**config.mk**
```make
export PLATFORM = sky130hd
export DESIGN_NAME = scanner_top
export DESIGN_NICKNAME = d
export VERILOG_FILES = /design/src/verilog/scanner_pkg.sv /design/src/verilog/scanner_top.sv /design/src/verilog/scan_sequencer.sv /design/src/verilog/sync_stage.sv /design/src/verilog/scan_tick_gen.sv
export SDC_FILE = /design/constraint.sdc
export NUM_CORES = 1
export LEC_CHECK = 0
export BUFFER_PORTS_ARGS = -buffer_cell sky130_fd_sc_hd__buf_2
export CAP_MARGIN = 20
export CORE_MARGIN = 5
export CORE_UTILIZATION = 53
export DETAILED_ROUTE_END_ITERATION = 8
export GPL_TIMING_DRIVEN = 0
export HOLD_SLACK_MARGIN = 0.08
export PLACE_DENSITY = 0.8
export SYNTH_ARGS = -nofsm -noshare
export SYNTH_HDL_FRONTEND = slang
export SYNTH_SLANG_ARGS = --single-unit
```
**constraint.sdc**
```tcl
create_clock -name I_sys_clk -period 2.17 [get_ports I_sys_clk]
set_input_delay 0.1085 -clock I_sys_clk [delete_from_list [all_inputs] [get_ports I_sys_clk]]
set_output_delay 0.1085 -clock I_sys_clk [all_outputs]
set_load 0.005 [all_outputs]
```
**src/verilog/scanner_pkg.sv**
```systemverilog
`default_nettype none

package scanner_pkg;

    // ------------------------------
    // servo bundles
    // ------------------------------

    // one command level per servo, dir1 in the msb
    typedef struct packed {
        logic dir1;
        logic dir2;
        logic dir3;
        logic grip1;
        logic grip2;
        logic grip3;
    } servo_cmd_t;

    // same field order as servo_cmd_t so the two line up bit for bit
    typedef struct packed {
        logic dir1;
        logic dir2;
        logic dir3;
        logic grip1;
        logic grip2;
        logic grip3;
    } servo_done_t;

    typedef logic [2:0] face_t;                 // 1..6 while scanning

    typedef struct packed {
        servo_cmd_t cmd;
        face_t      face;
    } step_t;

    // ------------------------------
    // sizes and constants
    // ------------------------------
    localparam int NUM_STEPS   = 22;
    localparam int SYNC_STAGES = 2;             // flops per synchronizer

    typedef logic [4:0] step_idx_t;

    localparam face_t FACE_NONE = 3'd0;         // idle, no face on show

    // command words, bits are dir1 dir2 dir3 grip1 grip2 grip3
    localparam servo_cmd_t CMD_OFF   = 6'b000_000;
    localparam servo_cmd_t CMD_DIR12 = 6'b110_000;  // both vertical arms turn
    localparam servo_cmd_t CMD_DIR3  = 6'b001_000;  // horizontal arm turns
    localparam servo_cmd_t CMD_G3    = 6'b000_001;
    localparam servo_cmd_t CMD_G12   = 6'b000_110;
    localparam servo_cmd_t CMD_G123  = 6'b000_111;

    // ------------------------------
    // step program
    // ------------------------------
    // faces 2..4 are vertical quarter turns, faces 5 and 6 horizontal turns
    localparam step_t SCAN_PROGRAM [NUM_STEPS] = '{
        '{CMD_OFF,   3'd1},     // step 0, first face as loaded
        '{CMD_DIR12, 3'd2},     // vertical block, face 2
        '{CMD_G3,    3'd2},
        '{CMD_G123,  3'd2},
        '{CMD_G12,   3'd2},
        '{CMD_DIR12, 3'd3},     // vertical block, face 3
        '{CMD_G3,    3'd3},
        '{CMD_G123,  3'd3},
        '{CMD_G12,   3'd3},
        '{CMD_DIR12, 3'd4},     // vertical block, face 4
        '{CMD_G3,    3'd4},
        '{CMD_G123,  3'd4},
        '{CMD_G12,   3'd4},
        '{CMD_DIR3,  3'd5},     // horizontal block, face 5
        '{CMD_G12,   3'd5},
        '{CMD_G123,  3'd5},
        '{CMD_G3,    3'd5},
        '{CMD_DIR3,  3'd6},     // horizontal block, face 6
        '{CMD_G12,   3'd6},
        '{CMD_G123,  3'd6},
        '{CMD_G3,    3'd6},
        '{CMD_OFF,   3'd6}      // final release
    };

endpackage

`default_nettype wire
```
**src/verilog/scanner_top.sv**
```systemverilog
`timescale 1ns/100ps
`default_nettype none

module scanner_top
    import scanner_pkg::*;
#(
    parameter int TICK_DIV = 1_250_000          // 50 Hz motor clock at 125 MHz
) (
    input  logic  I_sys_clk,
    input  logic  I_rst_button,
    input  logic  i_start_button,
    input  logic  i_dir1_done,
    input  logic  i_dir2_done,
    input  logic  i_dir3_done,
    input  logic  i_grip1_done,
    input  logic  i_grip2_done,
    input  logic  i_grip3_done,
    output logic  o_servo1_directional,
    output logic  o_servo2_directional,
    output logic  o_servo3_directional,
    output logic  o_servo1_gripping,
    output logic  o_servo2_gripping,
    output logic  o_servo3_gripping,
    output logic  o_motor_clk,
    output face_t o_face,
    output logic  o_scan_done
);

    logic        tick;
    logic        start_sync;
    servo_done_t done_raw;
    servo_done_t done_sync;
    servo_cmd_t  cmd;

    // ------------------------------
    // input side
    // ------------------------------
    assign done_raw.dir1  = i_dir1_done;
    assign done_raw.dir2  = i_dir2_done;
    assign done_raw.dir3  = i_dir3_done;
    assign done_raw.grip1 = i_grip1_done;
    assign done_raw.grip2 = i_grip2_done;
    assign done_raw.grip3 = i_grip3_done;

    sync_stage #(.T(logic)) u_start_sync (
        .I_sys_clk    (I_sys_clk),
        .I_rst_button (I_rst_button),
        .i_async      (i_start_button),
        .o_sync       (start_sync)
    );

    sync_stage #(.T(servo_done_t)) u_done_sync (
        .I_sys_clk    (I_sys_clk),
        .I_rst_button (I_rst_button),
        .i_async      (done_raw),
        .o_sync       (done_sync)
    );

    // ------------------------------
    // timing and sequencing
    // ------------------------------
    scan_tick_gen #(.TICK_DIV(TICK_DIV)) u_tick_gen (
        .I_sys_clk    (I_sys_clk),
        .I_rst_button (I_rst_button),
        .o_tick       (tick),
        .o_motor_clk  (o_motor_clk)
    );

    scan_sequencer u_sequencer (
        .I_sys_clk    (I_sys_clk),
        .I_rst_button (I_rst_button),
        .i_tick       (tick),
        .i_start      (start_sync),
        .i_done       (done_sync),
        .o_cmd        (cmd),
        .o_face       (o_face),
        .o_scan_done  (o_scan_done)
    );

    // servo pins straight from the sequencer register
    assign o_servo1_directional = cmd.dir1;
    assign o_servo2_directional = cmd.dir2;
    assign o_servo3_directional = cmd.dir3;
    assign o_servo1_gripping    = cmd.grip1;
    assign o_servo2_gripping    = cmd.grip2;
    assign o_servo3_gripping    = cmd.grip3;

endmodule

`default_nettype wire

```
**src/verilog/scan_sequencer.sv**
```systemverilog
`timescale 1ns/100ps
`default_nettype none

module scan_sequencer
    import scanner_pkg::*;
(
    input  logic        I_sys_clk,
    input  logic        I_rst_button,
    input  logic        i_tick,
    input  logic        i_start,
    input  servo_done_t i_done,
    output servo_cmd_t  o_cmd,
    output face_t       o_face,
    output logic        o_scan_done
);

    typedef enum logic {
        ST_IDLE,
        ST_RUN
    } seq_state_t;

    localparam step_idx_t LAST_STEP = step_idx_t'(NUM_STEPS - 1);

    // ------------------------------
    // state
    // ------------------------------
    seq_state_t state_q;
    seq_state_t state_d;
    step_idx_t  step_q;
    step_idx_t  step_d;
    servo_cmd_t cmd_q;                          // word on the servo pins
    servo_cmd_t cmd_d;
    servo_cmd_t prev_q;                         // word before the current step
    servo_cmd_t prev_d;
    face_t      face_q;
    face_t      face_d;
    logic       scan_done_q;
    logic       scan_done_d;

    servo_cmd_t changed;
    servo_cmd_t waiting;
    logic       step_clear;
    step_idx_t  step_nxt;
    step_t      next_entry;

    // ------------------------------
    // wait set
    // ------------------------------
    // a servo is waited on only if its level moved at this step
    assign changed = cmd_q ^ prev_q;

    // done fields sit in the same bit positions as the command fields
    assign waiting = changed & ~i_done;

    assign step_clear = (waiting == '0);        // empty set clears at once
    assign step_nxt   = step_q + step_idx_t'(1);

    // ------------------------------
    // next state
    // ------------------------------
    always_comb
    begin
        state_d     = state_q;
        step_d      = step_q;
        cmd_d       = cmd_q;
        prev_d      = prev_q;
        face_d      = face_q;
        scan_done_d = scan_done_q;
        next_entry  = SCAN_PROGRAM[0];

        case (state_q)
            ST_IDLE:
            begin
                if (i_start)
                begin
                    next_entry  = SCAN_PROGRAM[0];
                    state_d     = ST_RUN;
                    step_d      = '0;
                    prev_d      = cmd_q;            // step 0 compares to idle word
                    cmd_d       = next_entry.cmd;
                    face_d      = next_entry.face;
                    scan_done_d = 1'b0;
                end
            end

            ST_RUN:
            begin
                if (step_clear)
                begin
                    prev_d = cmd_q;
                    if (step_q == LAST_STEP)
                    begin
                        state_d     = ST_IDLE;
                        face_d      = FACE_NONE;
                        scan_done_d = 1'b1;     // cmd stays at the release word
                    end
                    else
                    begin
                        next_entry = SCAN_PROGRAM[step_nxt];
                        step_d     = step_nxt;
                        cmd_d      = next_entry.cmd;
                        face_d     = next_entry.face;
                    end
                end
            end

            default:
            begin
                state_d = ST_IDLE;
            end
        endcase
    end

    // ------------------------------
    // registers, moved on ticks only
    // ------------------------------
    always_ff @(posedge I_sys_clk or posedge I_rst_button)
    begin
        if (I_rst_button)
        begin
            state_q     <= ST_IDLE;
            step_q      <= '0;
            cmd_q       <= CMD_OFF;
            prev_q      <= CMD_OFF;
            face_q      <= FACE_NONE;
            scan_done_q <= 1'b1;
        end
        else if (i_tick)
        begin
            state_q     <= state_d;
            step_q      <= step_d;
            cmd_q       <= cmd_d;
            prev_q      <= prev_d;
            face_q      <= face_d;
            scan_done_q <= scan_done_d;
        end
    end

    assign o_cmd       = cmd_q;
    assign o_face      = face_q;
    assign o_scan_done = scan_done_q;

endmodule

`default_nettype wire

```
**src/verilog/sync_stage.sv**
```systemverilog
`timescale 1ns/100ps
`default_nettype none

module sync_stage
    import scanner_pkg::*;
#(
    parameter type T = logic
) (
    input  logic I_sys_clk,
    input  logic I_rst_button,
    input  T     i_async,
    output T     o_sync
);

    T sync_q [SYNC_STAGES];                     // stage 0 may go metastable

    always_ff @(posedge I_sys_clk or posedge I_rst_button)
    begin
        if (I_rst_button)
        begin
            for (int i = 0; i < SYNC_STAGES; i++)
            begin
                sync_q[i] <= '0;
            end
        end
        else
        begin
            sync_q[0] <= i_async;
            for (int i = 1; i < SYNC_STAGES; i++)
            begin
                sync_q[i] <= sync_q[i-1];
            end
        end
    end

    assign o_sync = sync_q[SYNC_STAGES-1];

endmodule

`default_nettype wire

```
**src/verilog/scan_tick_gen.sv**
```systemverilog
`timescale 1ns/100ps
`default_nettype none

module scan_tick_gen #(
    parameter int TICK_DIV = 1_250_000
) (
    input  logic I_sys_clk,
    input  logic I_rst_button,
    output logic o_tick,
    output logic o_motor_clk
);

    localparam int CNT_W = (TICK_DIV > 1) ? $clog2(TICK_DIV) : 1;
    localparam logic [CNT_W-1:0] CNT_LAST = CNT_W'(TICK_DIV - 1);

    logic [CNT_W-1:0] cnt_q;
    logic             motor_clk_q;
    logic             wrap;

    assign wrap = (cnt_q == CNT_LAST);          // one cycle in TICK_DIV

    // ------------------------------
    // divider
    // ------------------------------
    always_ff @(posedge I_sys_clk or posedge I_rst_button)
    begin
        if (I_rst_button)
        begin
            cnt_q       <= '0;
            motor_clk_q <= 1'b0;
        end
        else if (wrap)
        begin
            cnt_q       <= '0;
            motor_clk_q <= ~motor_clk_q;        // half period per tick
        end
        else
        begin
            cnt_q <= cnt_q + 1'b1;
        end
    end

    assign o_tick      = wrap;
    assign o_motor_clk = motor_clk_q;

endmodule

`default_nettype wire

```
After elaboration in Yosys (flattened, before gate mapping)
Memories as Yosys holds them, arrays and structs flattened. Cells that the tools add are included.

Shift operators: 0. Bitwise logic cells: 6. $add $sub $neg: 2. Mux-type cells: 26. Order comparisons: 1. Div/mod/pow operators: 0. Reduce and logical (&&, ||, !) cells: 4. Multipliers: 0. Eq/ne operators: 6.

Operators by type and width (number): 6-bit two-way mux (5); 6-bit one-hot mux with 2 select lines (2); 21-bit by 1-bit adder with 21-bit output (second input constant) (1); 21-bit == test (second input constant) (1); 21-bit two-way mux (1); 9-bit two-way mux (2); 5-bit two-way mux (3); 5-bit one-hot mux with 2 select lines (1); 3-bit two-way mux (3); 2-bit != test (second input constant) (4); 4-bit AND reduction (2); 6-bit AND (1); 6-bit >= comparator (second input constant) (1); 6-bit zero test (1); 1-bit two-way mux (6); 5-bit NOT with 6-bit output (1); 6-bit NOT (1); 3-bit one-hot mux with 2 select lines (1); 6-bit bitwise XOR (1); 5-bit by 1-bit adder with 5-bit output (second input constant) (1); 5-bit == test (second input constant) (1); 1-bit one-hot mux with 2 select lines (2); 3-bit AND reduction (1); 1-bit NOT (2).

Latch bits: 0. RAM bits: 0. ROM bits: 288. Input port bits: 9. Flip-flop bits (word level): 58. Output and inout bits: 11. Word-level logic and storage cells: 78. Memories: 1.

Memories: (name not given) (depth 32, width 9, read ports 1, clocked after memory_dff 0, write ports 0, line scan_sequencer.sv:99) `next_entry = SCAN_PROGRAM[step_nxt];`.

Depth between registers and ports, before layout
Depth in word-level cells: 8. Mapped depth: 8. Gate-level depth less buffers: 7.

Cells and area by module
From an unflattened synthesis, not the netlist that was laid out.

Cell total of the unflattened synthesis: 228. Area total of the unflattened synthesis: 2682.6 um^2.

Modules (own cells, without submodules): scan_tick_gen (area an instance 1168.6 um^2, times used 1, cells an instance 101, seq. area each 550.5 um^2); scan_sequencer (area an instance 1111.1 um^2, times used 1, cells an instance 105, seq. area each 451.7 um^2); sync_stage (u_done_sync) (area an instance 349.1 um^2, times used 1, cells an instance 19, seq. area each 300.3 um^2); sync_stage (u_start_sync) (area an instance 53.8 um^2, times used 1, cells an instance 3, seq. area each 50.0 um^2).

Least setup slack after synthesis
OpenSTA, ideal clock, no wires.

Kind: reg2reg. Start: reg u_sequencer.step_q[0]. End: reg u_sequencer.cmd_q (netlist bit u_sequencer.o_cmd[0]). Stages on the path, launching flop included: 9. Data arrival time: 1.949 ns. Slack: 0.100 ns. Data required time: 2.049 ns. Cell sequence: dfrtp_1 -> ha_1 -> ha_1 -> clkbuf_1 -> nand2_1 -> mux2i_1 -> mux2i_1 -> a21oi_1 -> a22o_1.

Cells in the longest elaborated chain, start to end: 8.

Ends and longest elaborated chain: start, declared (line scan_sequencer.sv:29) `step_idx_t step_q;`; start signal, assigned (line scan_sequencer.sv:131) `step_q <= step_d;`; 5-bit by 1-bit adder with 5-bit output (line scan_sequencer.sv:56) `assign step_nxt = step_q + step_idx_t'(1);`; 5-bit NOT with 6-bit output (implied by the code) (line scan_sequencer.sv:99); memory read 32 x 9 bit; 9-bit two-way mux (implied by the code) (2 in series) (line scan_sequencer.sv:99); 6-bit two-way mux (line scan_sequencer.sv:91) `if (step_q == LAST_STEP)`; 6-bit two-way mux (line scan_sequencer.sv:88) `if (step_clear)`; 6-bit one-hot mux with 2 select lines (line scan_sequencer.sv:71) `case (state_q)`; end signal, assigned (line scan_sequencer.sv:132) `cmd_q <= cmd_d;`; end, declared (line scan_sequencer.sv:31) `servo_cmd_t cmd_q;`.

Several ways; a longest one is shown, not always the timed one. The select of a mux whose other input is x is not followed. A chain may end at the register's enable or synchronous reset.

Worst setup path in the final report
Start: reg u_tick_gen.cnt_q[0]. End: reg u_sequencer.cmd_q (netlist bit u_sequencer.o_cmd[3]).

Cells in the longest elaborated chain, start to end: 2.

Ends and longest elaborated chain: start, declared (line scan_tick_gen.sv:16) `logic [CNT_W-1:0] cnt_q;`; start signal, assigned (line scan_tick_gen.sv:39) `cnt_q <= cnt_q + 1'b1;`; 21-bit == test (line scan_tick_gen.sv:20) `assign wrap = (cnt_q == CNT_LAST);`; 4-bit AND reduction (no source line).

No other way between the ends.

==> metrics.cfg <==
[cells_and_area]
final_nets = 262
final_layout_size_suffix_gt1_frac = 0.240
n_antenna_cell = 0
final_cell_mix = dfrtp_1 (52), buf_2 (21), nor2_1 (19)
nFillCells = 350
post-route-util = 0.651
finalNonFillerCells = 298
final_common_cell = dfrtp_1
area_delta_synth_final_pct = 16.9

[timing]
fmax_mhz = 480
fin_crit_ps = 2080
tightestPinTransition_ps = 521
hold_violations = 0
finalSetupViolCount = 0
finalCritPeriodShare = 0.960
rsz0062_at_grt = yes
worst_slack_ps = 87.3
drv_slew = 0
skew_ps = 14.3
relSlewSlack = 0.650

[clock_network]
htreeDepth = 2
clock_path_buffers = 2
numCtsBuffers = 5
clk_latency_ps = 310
clk_pin_slew_worst_paths_ps = 110
cts.sinks = 54
cts_tree = yes
cts_root_buf = clkbuf_8

[critical_path]
ff2ff_path_depth = 6
cp_max_fo = 10
start_kind = flop
rr_endpoint = u_sequencer.o_cmd[3]
critPathArrivalTime_ps = 2290
r2r-start = u_tick_gen.cnt_q[0]
worstSetupPathType = flop to flop
crit_required_ps = 2380
regToRegSetupSlack_ps = 90
cp-end-kind = flop

[global_route]
grt_pass1_vias = 1700
track_usage = 0.167
gr-total-overflow = 0
grt_pass1_wl_um = 8100
grt_max_degree = 44
antenna_found_initial = 0

[die]
core_mm2 = 0.00444
start_util = 0.557
die_h_um = 78.3
die_w_um = 78.3
die_area_mm2 = 0.00614
ios = 20
row_count = 24

[routing]
wirelength_um = 4490
wl_per_cell_um = 15.1
first_pass_iters = 4
drtIter0Drc = 109
ant_nets = 0
routed_via_density = 5.60
drc = 0
vias = 1669

[placed_design]
gp_congestion = 0.833
portBuffers = 19
place_inst = 279
place_ws_ps = -112
dp_hpwl_um = 3090

[logic_synthesis]
syn-num-nets = 224
synth_area_mm2 = 0.00247
yosysWarnings = 0
synth_area_leaders = dfrtp_1 (54%), xnor2_1 (4.6%), xor2_1 (4.2%)
synth_cell_types = 47
synth_flop_cell = dfrtp_1
synth.top_cell.area_share = 0.536
synth_top_area_cell = dfrtp_1
synthCells = 207
synth-seq-cells = 54
synth_enable_flop_cells = 0
async_reset_ff_frac = 1.00
synth.avg_cell_area_um2 = 12.0
synth_seq_area_share = 0.547

[worst_hold_path]
hp-class = primary input to async pin

[run]
cap_violations = 0

[pwr]
max-vdd-ir-drop_v = 0.000519
p_per_area_mw_per_mm2 = 567
leakage_nw = 1.35

[run_status]
status = complete, no violations

[worst max-delay path, stage by stage, from the launching register on]
cell	delay (ps)
dfrtp_1	420
ha_1	250
and3_4	200
and4_4	200
and4b_1	250
a21oi_4	290
mux2_2	380
[flip-flops by register name, indices dropped and copies added, names as in the netlist]
register                 count
u_done_sync.o_sync           6
u_done_sync.sync_q           6
u_sequencer.o_cmd            4
u_sequencer.o_face           3
u_sequencer.o_scan_done      1
u_sequencer.prev_q           4
u_sequencer.state_q          1
u_sequencer.step_q           5
u_start_sync.o_sync          1
u_start_sync.sync_q          1
u_tick_gen.cnt_q            21
u_tick_gen.o_motor_clk       1
[layer usage]
layer / share of wire / track usage
met5: 0 / 0
met4: 0.021 / 0.0752
met3: 0.043 / 0.0343
met2: 0.48 / 0.265
met1: 0.46 / 0.223
[where the power goes]
group	internal [mW]	leakage, nW	switching (mW)	total [mW]
Combinational	0.0183	0.604	0.0225	0.0408
Sequential	1.02	0.702	0.00399	1.02
Clock	0.234	0.0447	0.343	0.576
[repair_timing]
action,in CTS,in global routing
pin swaps,0,0
endpoints found under the hold margin,60,0
endpoints found under the setup margin,5,13
hold buffers,8,0
gates resized for setup,3,6
setup buffers,0,3
[layout make-up]
cell class              instances  area (um2)  area share
plain buffers                   5        32.5      0.0112
clock buffers                   5        68.8      0.0238
clock inverters                 3        25.0     0.00865
inverters                       4        15.0     0.00519
multi-input cells             144        1120       0.386
flip-flops and latches         54        1350       0.468
well taps                      52        65.1      0.0225
repair buffers                 31         218      0.0752
[how the worst max path moves through the flow]
stage                                     start                    to  cells after the start
after floorplan           u_sequencer.step_q[0]  u_sequencer.o_cmd[0]                      8
after global placement    u_sequencer.step_q[1]  u_sequencer.o_cmd[0]                      8
after detailed placement  u_sequencer.step_q[1]  u_sequencer.o_cmd[0]                      8
after CTS                   u_tick_gen.cnt_q[0]  u_sequencer.o_cmd[5]                      6
after global routing        u_tick_gen.cnt_q[0]  u_sequencer.o_cmd[3]                      6
final                       u_tick_gen.cnt_q[0]  u_sequencer.o_cmd[3]                      6
[kinds of logic after synthesis]
group	share of synthesized area
xor gates and xnor gates	0.0885
muxes	0.0440
buffers and inverters	0.0177
DFF	0.547
adders and majority gates	0.0404
and+or+nand+nor	0.172
AOI/OAI and AO/OA	0.0905
[cells in the mapped netlist (2+ instances only)]
master / n
nor3_1: 4
nand3_1: 9
mux2_2: 7
dfrtp_1: 53
nor2_1: 19
nand4_1: 5
o2bb2ai_1: 3
buf_4: 2
nand2_1: 10
a22o_1: 6
buf_2: 2
inv_1: 4
o211ai_1: 2
mux2i_1: 3
xor2_1: 12
o31ai_1: 2
nand2b_1: 2
ha_1: 8
xnor2_1: 13
and3_1: 5
a21oi_2: 2
and2_1: 3
a21oi_1: 7
[through the flow]
stage	hold WS, ps	setup TNS [ps]	power (mW)	area, um2
finish	275	0	1.64	2890
global route	305	-2.99	1.72	2890
CTS	266	-31.6	1.67	2850
detailed placement	58.0	-265	1.07	2660
global placement	216	-127	1.07	2640
floorplan	140	0	1.06	2470
Power figures use the tool's default switching activity.
